## config.mk

```make
export PLATFORM = sky130hd
export DESIGN_NAME = spi_dual_engine
export DESIGN_NICKNAME = d
export VERILOG_FILES = /design/src/spi_pkg.sv /design/src/spi_dual_engine.sv
export VERILOG_INCLUDE_DIRS = /design/src
export SDC_FILE = /design/constraint.sdc
export NUM_CORES = 1
export LEC_CHECK = 0
export BUFFER_PORTS_ARGS = -buffer_cell sky130_fd_sc_hd__buf_2
export CORE_ASPECT_RATIO = 1.75
export CORE_MARGIN = 4
export CORE_UTILIZATION = 50
export DETAILED_ROUTE_END_ITERATION = 7
export PLACE_DENSITY = 0.76
export RECOVER_POWER = 100
export SLEW_MARGIN = 20
export SYNTH_ARGS = -nofsm -noshare
export SYNTH_HDL_FRONTEND = slang
export SYNTH_SLANG_ARGS = --single-unit
```

## constraint.sdc

```tcl
create_clock -name axi_aclk -period 2.05 [get_ports axi_aclk]
set_input_delay 0.41 -clock axi_aclk [delete_from_list [all_inputs] [get_ports axi_aclk]]
set_output_delay 0.41 -clock axi_aclk [all_outputs]
set_load 0.05 [all_outputs]
```

## src/spi_defines.svh

```systemverilog
// Bus widths and AXI response codes for the SPI master, included by RTL and testbench
`ifndef SPI_DEFINES_SVH
`define SPI_DEFINES_SVH

// AXI4-Lite address width, enough for the five register offsets
`define SPI_ADDR_WIDTH 4

// Register width and SPI byte width
`define SPI_DATA_WIDTH 8

// Strobe width follows the data width
`define SPI_STRB_WIDTH (`SPI_DATA_WIDTH / 8)

// AXI response codes
`define SPI_RESP_OKAY   2'b00
`define SPI_RESP_SLVERR 2'b10

// Bit positions in the STATUS register
`define SPI_STATUS_DONE_BIT 0
`define SPI_STATUS_BUSY_BIT 1

// Start request bit in the CTRL register
`define SPI_CTRL_START_BIT 0

`endif

```

## src/spi_pkg.sv

```systemverilog
// Shared types for the SPI master, referenced by scoped name from RTL and testbench
`include "spi_defines.svh"

package spi_pkg;

    // Register offsets on the AXI4-Lite bus
    typedef enum logic [`SPI_ADDR_WIDTH-1:0] {
        REG_TX_DATA = 4'd0,
        REG_MODE    = 4'd1,
        REG_CTRL    = 4'd2,
        REG_RX_DATA = 4'd3,
        REG_STATUS  = 4'd4
    } reg_addr_e;

    // Transfer modes, encoding 3 runs as single
    typedef enum logic [1:0] {
        MODE_SINGLE  = 2'd0,
        MODE_DUAL_TX = 2'd1,
        MODE_DUAL_RX = 2'd2
    } spi_mode_e;

    typedef enum logic [1:0] {
        WR_IDLE   = 2'd0,
        WR_COMMIT = 2'd1,
        WR_RESP   = 2'd2
    } axi_wr_state_e;

    typedef enum logic [1:0] {
        RD_IDLE  = 2'd0,
        RD_FETCH = 2'd1,
        RD_RESP  = 2'd2
    } axi_rd_state_e;

    typedef enum logic {
        SPI_IDLE  = 1'b0,
        SPI_SHIFT = 1'b1
    } spi_state_e;

    // Register block to engine
    typedef struct packed {
        logic [`SPI_DATA_WIDTH-1:0] tx_data;
        spi_mode_e                  mode;
        logic                       start;
    } spi_cmd_t;

    // Engine to register block, done pulses for one cycle
    typedef struct packed {
        logic [`SPI_DATA_WIDTH-1:0] rx_data;
        logic                       done;
        logic                       busy;
    } spi_status_t;

endpackage

```

## src/spi_dual_engine.sv

```systemverilog
// SPI shift engine for single, dual transmit and dual receive byte transfers
`timescale 1ns/1ns
`include "spi_defines.svh"

module spi_dual_engine (
    input  logic                 axi_aclk,
    input  logic                 axi_aresetn,
    input  spi_pkg::spi_cmd_t    cmd,
    input  logic [1:0]           io_in,
    output spi_pkg::spi_status_t status,
    output logic                 sck,
    output logic                 cs_n,
    output logic [1:0]           io_out,
    output logic [1:0]           io_oe
);

    spi_pkg::spi_state_e        state;
    spi_pkg::spi_mode_e         mode_q;
    logic [2:0]                 bit_cnt;
    logic [`SPI_DATA_WIDTH-1:0] tx_shift;
    logic [`SPI_DATA_WIDTH-1:0] rx_shift;
    logic [`SPI_DATA_WIDTH-1:0] rx_hold;
    logic                       done_q;
    logic                       load;
    logic                       sck_rise;
    logic                       sck_fall;
    logic                       last_fall;
    logic                       dual_new;
    logic                       dual_q;

    function automatic logic is_dual(input spi_pkg::spi_mode_e m);
        return (m == spi_pkg::MODE_DUAL_TX) || (m == spi_pkg::MODE_DUAL_RX);
    endfunction

    function automatic logic [1:0] oe_for(input spi_pkg::spi_mode_e m);
        case (m)
            spi_pkg::MODE_DUAL_TX: return 2'b11;
            spi_pkg::MODE_DUAL_RX: return 2'b00;
            default:               return 2'b01;
        endcase
    endfunction

    assign load      = (state == spi_pkg::SPI_IDLE) && cmd.start;
    assign dual_new  = is_dual(cmd.mode);
    assign dual_q    = is_dual(mode_q);

    // sck is registered, so its current level tells which edge comes next
    assign sck_rise  = (state == spi_pkg::SPI_SHIFT) && !sck;
    assign sck_fall  = (state == spi_pkg::SPI_SHIFT) && sck;
    assign last_fall = sck_fall && (bit_cnt == 3'd0);

    always_ff @(posedge axi_aclk or negedge axi_aresetn) begin
        if (!axi_aresetn) begin
            state   <= spi_pkg::SPI_IDLE;
            mode_q  <= spi_pkg::MODE_SINGLE;
            bit_cnt <= 3'd0;
            sck     <= 1'b0;
            cs_n    <= 1'b1;
            io_oe   <= 2'b00;
            done_q  <= 1'b0;
            rx_hold <= '0;
        end else begin
            done_q <= 1'b0;
            if (load) begin
                state   <= spi_pkg::SPI_SHIFT;
                mode_q  <= cmd.mode;
                bit_cnt <= dual_new ? 3'd3 : 3'd7;
                sck     <= 1'b0;
                cs_n    <= 1'b0;
                io_oe   <= oe_for(cmd.mode);
            end else if (state == spi_pkg::SPI_SHIFT) begin
                sck <= ~sck;
                if (last_fall) begin
                    state   <= spi_pkg::SPI_IDLE;
                    cs_n    <= 1'b1;
                    io_oe   <= 2'b00;
                    rx_hold <= rx_shift;
                    done_q  <= 1'b1;
                end else if (sck_fall) begin
                    bit_cnt <= bit_cnt - 3'd1;
                end
            end
        end
    end

    // First bits go out with cs_n, later ones on each falling sck
    always_ff @(posedge axi_aclk) begin
        if (load) begin
            if (dual_new) begin
                io_out   <= cmd.tx_data[7:6];
                tx_shift <= {cmd.tx_data[5:0], 2'b00};
            end else begin
                io_out   <= {1'b0, cmd.tx_data[7]};
                tx_shift <= {cmd.tx_data[6:0], 1'b0};
            end
        end else if (sck_fall && !last_fall) begin
            if (dual_q) begin
                io_out   <= tx_shift[7:6];
                tx_shift <= {tx_shift[5:0], 2'b00};
            end else begin
                io_out   <= {1'b0, tx_shift[7]};
                tx_shift <= {tx_shift[6:0], 1'b0};
            end
        end
    end

    // io1 is the high bit of each pair, single mode listens on io1 only
    always_ff @(posedge axi_aclk) begin
        if (sck_rise) begin
            if (dual_q) begin
                rx_shift <= {rx_shift[5:0], io_in[1], io_in[0]};
            end else begin
                rx_shift <= {rx_shift[6:0], io_in[1]};
            end
        end
    end

    assign status = '{
        rx_data: rx_hold,
        done:    done_q,
        busy:    (state == spi_pkg::SPI_SHIFT)
    };

endmodule

```

==> flow_summary.ini <==
[detailed_routing]
vias_per_cell = 5.31
drt_wl_total_um = 3100
drc = 0
dr.first_iter.drc_count = 38
vias = 1146
first_pass_iters = 4
wl_per_cell_um = 14.4
route.antenna.remaining_nets = 0

[sta]
slew_headroom = 0.327
finalCritPeriodShare = 0.860
rsz0062_at_grt = no
hold_viol = 0
finalSetupTns_ns = 0
min_period_ns = 1.76
setup_violations = 0
worstMarginPinSlew_ns = 1.01
drv_slew = 0
fmax_ghz = 0.567
finalClockSkew_ns = 0.00301

[final_layout]
layout_commonest_cell = clkbuf_1
seqCellArea_um2 = 987
area_delta_synth_final_pct = 11.4
multiInputGateArea_um2 = 651
nNetsFinal = 189
fillCellCount = 301
antenna_cells = 0
drive_gt1_frac = 0.170
final-instance-count-excl-fill = 216
final_cell_mix = clkbuf_1 (21), dfrtp_1 (18), edfxtp_1 (17)

[power]
p_seq_frac = 0.399
ir_drop_v = 0.000925
p_per_area_nw_per_um2 = 1890
switching_share = 0.432
p_sw_mw = 1.61
pwr-share-comb = 0.465
leakagePower_nw = 0.856
internal_power_mw = 2.12
clkPwrFrac = 0.136

[floorplanning]
die_w_um = 53.0
die_h_um = 86.7
pin_count = 31
initial_core_util = 0.520
dieArea_um2 = 4590
rows = 28
core_um2 = 3400

[clock_tree]
clock_latency_ns = 0.28
clk_path_buf_depth = 2
cts_root_buf = clkbuf_8
cts_tree = done
cts.clk_slew.worst_paths_ns = 0.07
ctsResizeCount = 0
post_cts_buffers = 0
numCtsBuffers = 5
cts_sinks = 36
cts_hold_buf = 0
htree_levels = 2

[grt]
grt_first_pass_wirelength_um = 5170
track_usage = 0.154
grt.overflow.total = 0
antenna_found_initial = 0
grt_pass1_vias = 1149
grt_start_max_net_pins = 34

[setup_path]
crit_fanout = 10
cp_slowest_cell = dfrtp_1
path_class = reg2out
worstSetupEndpointType = primary output
cp_cell_sequence = clkbuf_1
startpoint_type = flop
path_buf_inv = 1
cpPeakStageDelay_ns = 0.55
cp.arrival_ns = 1.35
cp_data_required_time_ns = 1.64
path_delay_family = flip-flops

[min_path]
hp-class = in2async

[logic_synthesis]
ys_types = 29
ys_seq_elements = 36
syn-cell-area_um2 = 1770
yosysWarnings = 0
async_reset_ff_frac = 0.528
synth_fp_nets = 158
syn_avg_cell_area_um2 = 12.7
ys.flop_type = dfrtp_1
ys_seq_area_frac = 0.558
synth-edff-count = 17
synth_cells = 139

[placement]
portBuffers = 30
dp.cells = 208
hpwl_um = 2280
finalWeightedCongestion = 0.748

[status]
outcome = complete, no violations

[run]
maxCapViolCount = 0
==> Yosys cell counts, types with 2 or more instances <==
master    instances  area [um2]
mux2_2            4        45.0
nor2b_1           2        12.5
a21o_1            2        15.0
ha_1              4        50.1
mux2_1            6        67.6
inv_1             6        22.5
buf_2             5        25.0
nand2b_1          3        18.8
nand3_1          11        55.1
mux2_4            6        90.1
o221ai_1          6        52.6
dfrtp_1          18         450
mux2i_1           8        80.1
buf_6             2        22.5
nand2_1          15        56.3
buf_4             5        37.5
nor2_1            4        15.0
o21ai_0           5        25.0
edfxtp_1         17         510
==> cell type report <==
type / instances / share of cell area
Tap cell: 45 / 0.0286
Multi-Input combinational cell: 85 / 0.330
Timing Repair Buffer: 36 / 0.0826
Clock buffer: 7 / 0.0438
Sequential cell: 36 / 0.501
Inverter: 6 / 0.0114
Clock inverter: 1 / 0.00191
==> layer usage <==
| metal | global-route usage | vias up | wire (um) |
|---|---|---|---|
| met3 | 0.0430 | 2 | 168 |
| li1 | - | 555 | - |
| met2 | 0.256 | 29 | 1690 |
| met1 | 0.175 | 560 | 1210 |
| met5 | 0 | - | 0 |
| met4 | 0.0767 | 0 | 31 |
==> power by group through the flow <==
stage               Clock (mW)  Sequential (mW)  Combinational [mW]
finish                   0.507             1.49                1.73
global route             0.550             1.55                1.88
CTS                      0.517             1.49                1.88
detailed placement           0             1.51                1.88
global placement             0             1.49                1.80
floorplan                    0             1.91                1.08
==> flip-flops by register name, indices dropped and copies added, names as in the netlist <==
signal,count
bit_cnt,3
cs_n,1
done_q,1
io_oe,2
io_out,2
mode_q,2
rx_hold,8
rx_shift,8
sck,1
state,1
tx_shift,7
==> kinds of logic after synthesis <==
group                      Yosys count  share of synthesized area
adders and majority gates            4                     0.0283
DFF                                 36                      0.558
and+or+nand+nor                     38                      0.110
xor gates and xnor gates             1                    0.00920
buffers and inverters               18                     0.0609
muxes                               24                      0.160
AOI/OAI and AO/OA                   18                     0.0729
==> per-stage QoR <==
stage	hold WS [ns]	total power, mW	instance area (um2)	setup WS (ns)	utilization
after CTS	0.0696	3.90	2020	0.479	0.596
after detailed placement	0.376	3.38	1930	0.224	0.569
after global routing	0.356	3.98	1970	0.232	0.580
final	0.275	3.73	1970	0.288	0.580
after floorplan	0.114	2.99	1770	0.437	-
after global placement	0.369	3.29	1930	0.341	0.569
==> worst paths after layout <==
path / startpoint / slack, ns / endpoint / depth (start not counted)
max: sck / 0.29 / sck / 1
min: axi_aresetn / 0.28 / bit_cnt[2] / 1
max reg2reg: bit_cnt[1] / 0.49 / tx_shift[4] / 6
min reg2reg: cs_n / 0.46 / cs_n / 2
max in group asynchronous: axi_aresetn / 1.17 / state / 1
min in group axi_aclk: cmd[1] / 0.41 / mode_q[0] / 3
Power figures use the tool's default switching activity.
