[src/spi_defines.svh]
// Bus widths and AXI response codes for the SPI master, included by RTL and testbench
`ifndef SPI_DEFINES_SVH
`define SPI_DEFINES_SVH

// AXI4-Lite address width, enough for the five register offsets
`define SPI_ADDR_WIDTH 4

// Register width and SPI byte width
`define SPI_DATA_WIDTH 8

// Strobe width follows the data width
`define SPI_STRB_WIDTH (`SPI_DATA_WIDTH / 8)

// AXI response codes
`define SPI_RESP_OKAY   2'b00
`define SPI_RESP_SLVERR 2'b10

// Bit positions in the STATUS register
`define SPI_STATUS_DONE_BIT 0
`define SPI_STATUS_BUSY_BIT 1

// Start request bit in the CTRL register
`define SPI_CTRL_START_BIT 0

`endif

[src/spi_pkg.sv]
// Shared types for the SPI master, referenced by scoped name from RTL and testbench
`include "spi_defines.svh"

package spi_pkg;

    // Register offsets on the AXI4-Lite bus
    typedef enum logic [`SPI_ADDR_WIDTH-1:0] {
        REG_TX_DATA = 4'd0,
        REG_MODE    = 4'd1,
        REG_CTRL    = 4'd2,
        REG_RX_DATA = 4'd3,
        REG_STATUS  = 4'd4
    } reg_addr_e;

    // Transfer modes, encoding 3 runs as single
    typedef enum logic [1:0] {
        MODE_SINGLE  = 2'd0,
        MODE_DUAL_TX = 2'd1,
        MODE_DUAL_RX = 2'd2
    } spi_mode_e;

    typedef enum logic [1:0] {
        WR_IDLE   = 2'd0,
        WR_COMMIT = 2'd1,
        WR_RESP   = 2'd2
    } axi_wr_state_e;

    typedef enum logic [1:0] {
        RD_IDLE  = 2'd0,
        RD_FETCH = 2'd1,
        RD_RESP  = 2'd2
    } axi_rd_state_e;

    typedef enum logic {
        SPI_IDLE  = 1'b0,
        SPI_SHIFT = 1'b1
    } spi_state_e;

    // Register block to engine
    typedef struct packed {
        logic [`SPI_DATA_WIDTH-1:0] tx_data;
        spi_mode_e                  mode;
        logic                       start;
    } spi_cmd_t;

    // Engine to register block, done pulses for one cycle
    typedef struct packed {
        logic [`SPI_DATA_WIDTH-1:0] rx_data;
        logic                       done;
        logic                       busy;
    } spi_status_t;

endpackage

[src/axi_lite_regs.sv]
// AXI4-Lite slave holding the SPI control registers, drives the engine command
`timescale 1ns/1ns
`include "spi_defines.svh"

module axi_lite_regs (
    input  logic                       axi_aclk,
    input  logic                       axi_aresetn,

    input  logic [`SPI_ADDR_WIDTH-1:0] awaddr,
    input  logic                       awvalid,
    output logic                       awready,

    input  logic [`SPI_DATA_WIDTH-1:0] wdata,
    input  logic [`SPI_STRB_WIDTH-1:0] wstrb,
    input  logic                       wvalid,
    output logic                       wready,

    output logic [1:0]                 bresp,
    output logic                       bvalid,
    input  logic                       bready,

    input  logic [`SPI_ADDR_WIDTH-1:0] araddr,
    input  logic                       arvalid,
    output logic                       arready,

    output logic [`SPI_DATA_WIDTH-1:0] rdata,
    output logic [1:0]                 rresp,
    output logic                       rvalid,
    input  logic                       rready,

    input  spi_pkg::spi_status_t       status,
    output spi_pkg::spi_cmd_t          cmd
);

    spi_pkg::axi_wr_state_e     wr_state;
    spi_pkg::axi_rd_state_e     rd_state;
    logic [`SPI_ADDR_WIDTH-1:0] awaddr_q;
    logic [`SPI_DATA_WIDTH-1:0] wdata_q;
    logic [`SPI_ADDR_WIDTH-1:0] araddr_q;
    logic [`SPI_DATA_WIDTH-1:0] tx_data_q;
    spi_pkg::spi_mode_e         mode_q;
    logic                       start_req;
    logic                       start_q;
    logic                       done_sticky;
    logic                       wr_mapped;
    logic                       rd_mapped;

    // Offsets past STATUS are unmapped
    assign wr_mapped = (awaddr_q <= spi_pkg::REG_STATUS);
    assign rd_mapped = (araddr_q <= spi_pkg::REG_STATUS);

    // Write channel, address and data must arrive together
    always_ff @(posedge axi_aclk or negedge axi_aresetn) begin
        if (!axi_aresetn) begin
            wr_state  <= spi_pkg::WR_IDLE;
            awready   <= 1'b0;
            wready    <= 1'b0;
            bvalid    <= 1'b0;
            bresp     <= `SPI_RESP_OKAY;
            tx_data_q <= '0;
            mode_q    <= spi_pkg::MODE_SINGLE;
            start_req <= 1'b0;
        end else begin
            start_req <= 1'b0;
            case (wr_state)
                spi_pkg::WR_IDLE: begin
                    awready <= 1'b1;
                    wready  <= 1'b1;
                    if (awvalid && wvalid && awready && wready) begin
                        awready  <= 1'b0;
                        wready   <= 1'b0;
                        wr_state <= spi_pkg::WR_COMMIT;
                    end
                end
                spi_pkg::WR_COMMIT: begin
                    case (spi_pkg::reg_addr_e'(awaddr_q))
                        spi_pkg::REG_TX_DATA: tx_data_q <= wdata_q;
                        spi_pkg::REG_MODE:    mode_q <= spi_pkg::spi_mode_e'(wdata_q[1:0]);
                        spi_pkg::REG_CTRL:    start_req <= wdata_q[`SPI_CTRL_START_BIT];
                        default: ;
                    endcase
                    bresp    <= wr_mapped ? `SPI_RESP_OKAY : `SPI_RESP_SLVERR;
                    wr_state <= spi_pkg::WR_RESP;
                end
                spi_pkg::WR_RESP: begin
                    // One cycle gap after commit, then hold until accepted
                    if (!bvalid) begin
                        bvalid <= 1'b1;
                    end else if (bready) begin
                        bvalid   <= 1'b0;
                        wr_state <= spi_pkg::WR_IDLE;
                    end
                end
                default: wr_state <= spi_pkg::WR_IDLE;
            endcase
        end
    end

    always_ff @(posedge axi_aclk) begin
        if (wr_state == spi_pkg::WR_IDLE && awvalid && wvalid && awready && wready) begin
            awaddr_q <= awaddr;
            wdata_q  <= wdata;
        end
    end

    // Start goes out one edge after the CTRL commit, dropped while busy
    always_ff @(posedge axi_aclk or negedge axi_aresetn) begin
        if (!axi_aresetn) begin
            start_q     <= 1'b0;
            done_sticky <= 1'b0;
        end else begin
            start_q <= start_req && !status.busy;
            if (start_q) begin
                done_sticky <= 1'b0;
            end else if (status.done) begin
                done_sticky <= 1'b1;
            end
        end
    end

    assign cmd = '{tx_data: tx_data_q, mode: mode_q, start: start_q};

    // Read channel, independent of the write side
    always_ff @(posedge axi_aclk or negedge axi_aresetn) begin
        if (!axi_aresetn) begin
            rd_state <= spi_pkg::RD_IDLE;
            arready  <= 1'b0;
            rvalid   <= 1'b0;
            rdata    <= '0;
            rresp    <= `SPI_RESP_OKAY;
        end else begin
            case (rd_state)
                spi_pkg::RD_IDLE: begin
                    arready <= 1'b1;
                    if (arvalid && arready) begin
                        arready  <= 1'b0;
                        rd_state <= spi_pkg::RD_FETCH;
                    end
                end
                spi_pkg::RD_FETCH: begin
                    case (spi_pkg::reg_addr_e'(araddr_q))
                        spi_pkg::REG_TX_DATA: rdata <= tx_data_q;
                        spi_pkg::REG_MODE:    rdata <= {{(`SPI_DATA_WIDTH-2){1'b0}}, mode_q};
                        spi_pkg::REG_CTRL:    rdata <= '0;
                        spi_pkg::REG_RX_DATA: rdata <= status.rx_data;
                        spi_pkg::REG_STATUS:  rdata <= {{(`SPI_DATA_WIDTH-2){1'b0}},
                                                        status.busy, done_sticky};
                        default:              rdata <= '0;
                    endcase
                    rresp    <= rd_mapped ? `SPI_RESP_OKAY : `SPI_RESP_SLVERR;
                    rd_state <= spi_pkg::RD_RESP;
                end
                spi_pkg::RD_RESP: begin
                    if (!rvalid) begin
                        rvalid <= 1'b1;
                    end else if (rready) begin
                        rvalid   <= 1'b0;
                        rd_state <= spi_pkg::RD_IDLE;
                    end
                end
                default: rd_state <= spi_pkg::RD_IDLE;
            endcase
        end
    end

    always_ff @(posedge axi_aclk) begin
        if (rd_state == spi_pkg::RD_IDLE && arvalid && arready) begin
            araddr_q <= araddr;
        end
    end

endmodule

[config.mk]
export PLATFORM = sky130hd
export DESIGN_NAME = axi_lite_regs
export DESIGN_NICKNAME = d
export VERILOG_FILES = /design/src/spi_pkg.sv /design/src/axi_lite_regs.sv
export VERILOG_INCLUDE_DIRS = /design/src
export SDC_FILE = /design/constraint.sdc
export NUM_CORES = 1
export LEC_CHECK = 0
export ABC_AREA = 1
export BUFFER_PORTS_ARGS = -buffer_cell sky130_fd_sc_hd__buf_2
export CORE_ASPECT_RATIO = 0.7
export CORE_UTILIZATION = 56
export CTS_BUF_LIST = sky130_fd_sc_hd__clkbuf_8
export DETAILED_ROUTE_END_ITERATION = 12
export PLACE_DENSITY = 0.87
export SYNTH_ARGS = -nofsm -noshare
export SYNTH_HDL_FRONTEND = slang
export SYNTH_SLANG_ARGS = --single-unit
[constraint.sdc]
create_clock -name axi_aclk -period 5.2 [get_ports axi_aclk]
set_input_delay 1.04 -clock axi_aclk [delete_from_list [all_inputs] [get_ports axi_aclk]]
set_output_delay 1.04 -clock axi_aclk [all_outputs]
set_load 0.1 [all_outputs]
==> flow_summary.yaml, run 1 <==
run_status:
  status: "finished clean"
pwr:
  power_density_mw_per_mm2: 660
  p_total_w: 0.00155
  ir_drop_mv: 0.350
  p_leak_nw: 1.23
clock_network:
  cts_sinks: 47
  cts-resized-gates: 0
  clkTransAtPathRegs_ns: 0.08
  root_buffer: "clkbuf_8"
  cts_buffers: 5
  worst_skew_pair.late_latency_ns: 0.30
  cts_tree: "yes"
  post_cts_buffers: 0
  cts_hold_buf: 0
  htreeDepth: 2
  ctsLongestPathBuffers: 2
sta:
  setup_ws_ns: 3.00
  fin_crit_ns: 2.20
  final.setup_skew_ns: 0.00628
  final_min_period_over_clock_period: 0.423
  relSlewSlack: 0.549
  worst_pin_slew_ns: 0.677
  hold_viol: 0
  rsz0062_at_grt: "false"
  setup_viol: 0
  max_freq_mhz: 454
  tns_ns: 0
  drv_slew: 0
global_route:
  overflow: 0
  use_met2: 0.341
  grt_pass1_vias: 1284
  grt_start_max_net_pins: 32
  grt.busiest_layer: "met2"
  use_met1: 0.270
  antenna_found_initial: 0
  grt_pass1_wl_mm: 5.69
  use_met3: 0.0833
  grt_usage: 0.214
floorplan:
  initial_utilization: 0.607
  die_h_um: 51.5
  num_io_pins: 62
  chipWidth_um: 72.7
  core-area_mm2: 0.00323
  row_count: 17
  die_area_mm2: 0.00375
finish:
  regArea_mm2: 0.00126
  finalNetCount: 285
  drive_gt1_frac: 0.317
  final_cells: 299
  final_cell_mix: "58 x buf_2, 49 x nand2_1, 31 x dfrtp_1, 24 x nand3_1, 21 x inv_1"
  mostFrequentLayoutCell: "buf_2"
  area_growth_pct: 19.7
  fin_area_mm2: 0.00235
  multi_input_area_um2: 588
  fill_cells: 264
  antenna_cells: 0
synth:
  postSynthAreaPerCell_um2: 10.3
  synth-compound-area-share: 0.0644
  synth_area_leaders: "dfrtp_1 40%, edfxtp_1 24%, nand2_1 9.4%"
  synthAdderAreaFrac: 0
  synth_area_mm2: 0.00196
  synth.area.mux_share: 0
  syn-instance-count: 191
  synth_top_area_frac: 0.395
  synth_area_leader_cell: "dfrtp_1"
  synth_top_family_by_area: "simple AND/OR/NAND/NOR gates"
  synth-seq-cells: 47
  ys.warnings.count: 0
  synth-simple-area-share: 0.232
  synth_cell_types: 22
  yosysSeqAreaShare: 0.640
  synth_xor_area_frac: 0
route:
  viasPerCell: 4.77
  dr.pass1.iters: 4
  antenna_left: 0
  vias: 1426
  wl_per_cell_um: 11.6
  drc_errors: 0
  drt-initial-drc-count: 110
  wl_mm: 3.48
worst_setup_path:
  reg2reg_slack_ns: 3.79
  max_stage_delay_ns: 0.45
  critPathCapture: "cmd[8]"
  worstSetupEndpointType: "primary output"
  reg2reg_to: "rdata[1]"
  cp_top_family: "buffers and inverters"
  worst-path-stages: 1
  slowest_stage: "buf_2"
  path_class: "reg -> out"
  r2r-start: "araddr_q[3]"
  crit_start: "tx_data_q[5]"
  critPathRequiredTime_ns: 4.16
  start_kind: "register"
  reg2regPathDepth: 5
  crit_arrival_ns: 1.16
  path_cells: "buf_2"
  worstPathMaxFanout: 3
  crit_buf_inv: 1
place:
  dp_hpwl_mm: 2.55
  dp_slack_ns: 3.21
  place_inst: 291
  placed_area_mm2: 0.00227
  gp_congestion: 0.777
  portBuffers: 58
hold_path:
  hold_class: "reg -> reg"
run:
  cap_violations: 0
[final cells by class]
cell class / instances / area share
Timing Repair Buffer: 59 / 0.127
Clock buffer: 5 / 0.0293
Multi-Input combinational cell: 120 / 0.250
Sequential cell: 47 / 0.535
Inverter: 18 / 0.0288
Tap cell: 47 / 0.0250
Clock inverter: 3 / 0.00479
[kinds of logic after synthesis]
kind of cell | count (synthesis)
buffers and inverters | 25
DFF | 47
other | 1
AOI/OAI and AO/OA | 18
and+or+nand+nor | 100
[stage by stage]
| stage | hold slack [ns] | utilization |
|---|---|---|
| detailed placement | 0.426 | 0.702 |
| global placement | 0.412 | 0.702 |
| CTS | 0.450 | 0.726 |
| floorplan | 0.404 | - |
| global route | 0.453 | 0.726 |
| finish | 0.453 | 0.726 |
[report_power, final]
group / total [W] / switching, W / internal [W]
sequential: 0.000557 / 0.0000718 / 0.000485
combinational: 0.000795 / 0.000677 / 0.000117
clock: 0.000199 / 0.000109 / 0.0000896
total: 0.00155 / 0.000858 / 0.000692
[worst reg2reg max path, cell delays in order (launching register included)]
cell      delay, ns
edfxtp_1       0.44
nor2_2         0.49
nand3_1        0.13
nand2_1        0.10
o21ai_0        0.10
nand2_1        0.08
[Yosys cell counts, drive strengths merged]
master / n
dfrtp: 31
a21oi: 1
and3: 2
a211o: 1
nand2: 52
o21ai: 15
inv: 18
nor2: 16
edfxtp: 16
nor3: 4
or2: 1
o31ai: 1
conb: 1
buf: 7
nand3: 25
[sequential cells by signal (all words and copies together), names as in the netlist]
register,count
done_sticky,1
tx_data_q,8
mode_q,2
wr_state,2
bresp,1
araddr_q,4
bvalid,1
awaddr_q,4
wdata_q,8
wready,1
rresp,1
rvalid,1
start_req,1
rdata,8
rd_state,2
start_q,1
arready,1
[worst min-delay path by stage]
stage,slack (ns),to,startpoint,cells after the start
2_1_floorplan,0.40,done_sticky,start_q,1
3_3_place_gp,0.41,done_sticky,start_q,1
3_5_place_dp,0.43,done_sticky,start_q,1
4_1_cts,0.45,done_sticky,start_q,1
5_1_grt,0.45,done_sticky,start_q,1
6_report,0.45,done_sticky,start_q,1
[metal layers]
metal	vias up	routed length, um
li1	740	-
met1	638	1610
met2	44	1620
met3	4	216
met4	0	36
met5	-	0
Note: power is estimated with default switching activity, not from simulation.
==> run 2: changes to the inputs <==
CORE_UTILIZATION = 52   (was 56)
PLACE_DENSITY = 0.81   (was 0.87)
clock period = 2.3 ns   (was 5.2 ns; I/O delays follow)
==> flow_summary.yaml, run 2 (same netlist as run 1, synthesis figures left out) <==
run_status:
  status: "finished clean"
global_route:
  grt_start_max_net_pins: 32
  antenna_found_initial: 0
  grt_pass1_wl_mm: 5.52
  grt_pass1_vias: 1288
  overflow: 0
  grt_usage: 0.191
pwr:
  pwr-share-clk: 0.137
  p_switching_w: 0.00194
  power_density_mw_per_mm2: 1490
  switching_share: 0.548
  combPwrFrac: 0.507
  p_leak_nw: 1.23
  seqPwrFrac: 0.356
  internal_power_w: 0.00160
  ir_drop_mv: 1.00
clock_network:
  cts_sinks: 47
  root_buffer: "clkbuf_8"
  post_cts_buffers: 0
  htreeDepth: 2
  cts-resized-gates: 0
  cts_buffers: 5
  worst_skew_pair.late_latency_ns: 0.29
  clkTransAtPathRegs_ns: 0.08
  cts_tree: "yes"
  ctsLongestPathBuffers: 2
  cts_hold_buf: 0
floorplan:
  num_io_pins: 62
  chipWidth_um: 75.4
  die_h_um: 53.4
  die_area_mm2: 0.00403
  row_count: 18
  initial_utilization: 0.551
  core-area_mm2: 0.00356
sta:
  max_freq_mhz: 629
  final_min_period_over_clock_period: 0.691
  fin_crit_ns: 1.59
  worst_pin_slew_ns: 0.678
  drv_slew: 0
  setup_viol: 0
  tns_ns: 0
  timing.hold.ws_ns: 0.205
  hold_viol: 0
  final.setup_skew_ns: 0.00396
  relSlewSlack: 0.548
  rsz0062_at_grt: "false"
route:
  drc_errors: 0
  vias: 1426
  viasPerCell: 4.72
  wl_per_cell_um: 10.9
  antenna_left: 0
  dr.pass1.iters: 4
  wl_mm: 3.30
  drt-initial-drc-count: 95
worst_setup_path:
  critPathRequiredTime_ns: 1.84
  worstPathMaxFanout: 3
  path_cells: "buf_2"
  reg2reg_to: "rdata[1]"
  worstSetupEndpointType: "primary output"
  reg2regPathDepth: 5
  reg2reg_slack_ns: 0.88
  cp_top_family: "buffers and inverters"
  r2r-start: "araddr_q[3]"
  path_class: "reg -> out"
  crit_arrival_ns: 1.13
  start_kind: "register"
  max_stage_delay_ns: 0.45
  crit_buf_inv: 1
  slowest_stage: "buf_2"
finish:
  reg_top3: "rdata x8, tx_data_q x8, wdata_q x8"
  final_cell_mix: "58 x buf_2, 49 x nand2_1, 31 x dfrtp_1, 24 x nand3_1, 19 x inv_1"
  antenna_cells: 0
  fin_area_mm2: 0.00237
  mostFrequentLayoutCell: "buf_2"
  finalNetCount: 285
  fin_util: 0.665
  drive_gt1_frac: 0.325
  final_cells: 302
  area_growth_pct: 20.7
place:
  place_inst: 294
  gp_congestion: 0.718
  placed_area_mm2: 0.00228
  dp_hpwl_mm: 2.49
  portBuffers: 58
run:
  cap_violations: 0
hold_path:
  hold_class: "in -> async"
[run 2: changes by cell type in the layout (fill, tap and decap cells not counted)]
cell	change
clkbuf_8	+1
clkinv_1	+1
inv_1	-2
nor3_1	-1
nor3_2	+1
[run 2: worst max path at each step]
stage                      start          end  slack [ns]  depth (start not counted)
floorplan                 wready  awaddr_q[0]        0.20                          2
global route             arready      arready        0.65                          1
detailed placement   araddr_q[3]     rdata[1]        0.91                          5
global placement     araddr_q[3]     rdata[1]        0.93                          5
CTS                 tx_data_q[5]       cmd[8]        0.71                          1
finish              tx_data_q[0]       cmd[3]        0.71                          1
[run 2: worst reg2reg max path, cell delays in order, from the launching register on]
cell      delay [ns]
edfxtp_1        0.45
nor2_2          0.51
nand3_1         0.14
nand2_1         0.09
o21ai_0         0.10
nand2_1         0.08
[run 2: power by group through the flow]
stage	clock (W)	sequential [W]	combinational (W)
finish	0.000484	0.00126	0.00179
global route	0.000532	0.00129	0.00189
CTS	0.000495	0.00126	0.00180
detailed placement	0	0.00127	0.00180
global placement	0	0.00126	0.00178
floorplan	0	0.00237	0.000412
[run 2: routing by layer]
layer / up-vias / wire length, um / track usage
li1: 742 / - / -
met1: 626 / 1570 / 0.252
met2: 54 / 1480 / 0.304
met3: 4 / 227 / 0.0590
met4: 0 / 23 / 0.0556
met5: - / 0 / 0
[run 2: through the flow]
step                      total power [W]  setup slack [ns]
after floorplan                   0.00278             0.197
after global placement            0.00305             0.925
after detailed placement          0.00308             0.914
after CTS                         0.00356             0.705
after global routing              0.00371             0.654
final                             0.00354             0.710
[run 2: layout make-up]
type | instances | area [um2]
clock buffer | 6 | 82.6
clock inverter | 2 | 7.51
fill | 317 | 1190
inverter | 18 | 67.6
multi-input combinational | 120 | 593
sequential | 47 | 1260
tap | 50 | 62.6
timing repair buffer | 59 | 298
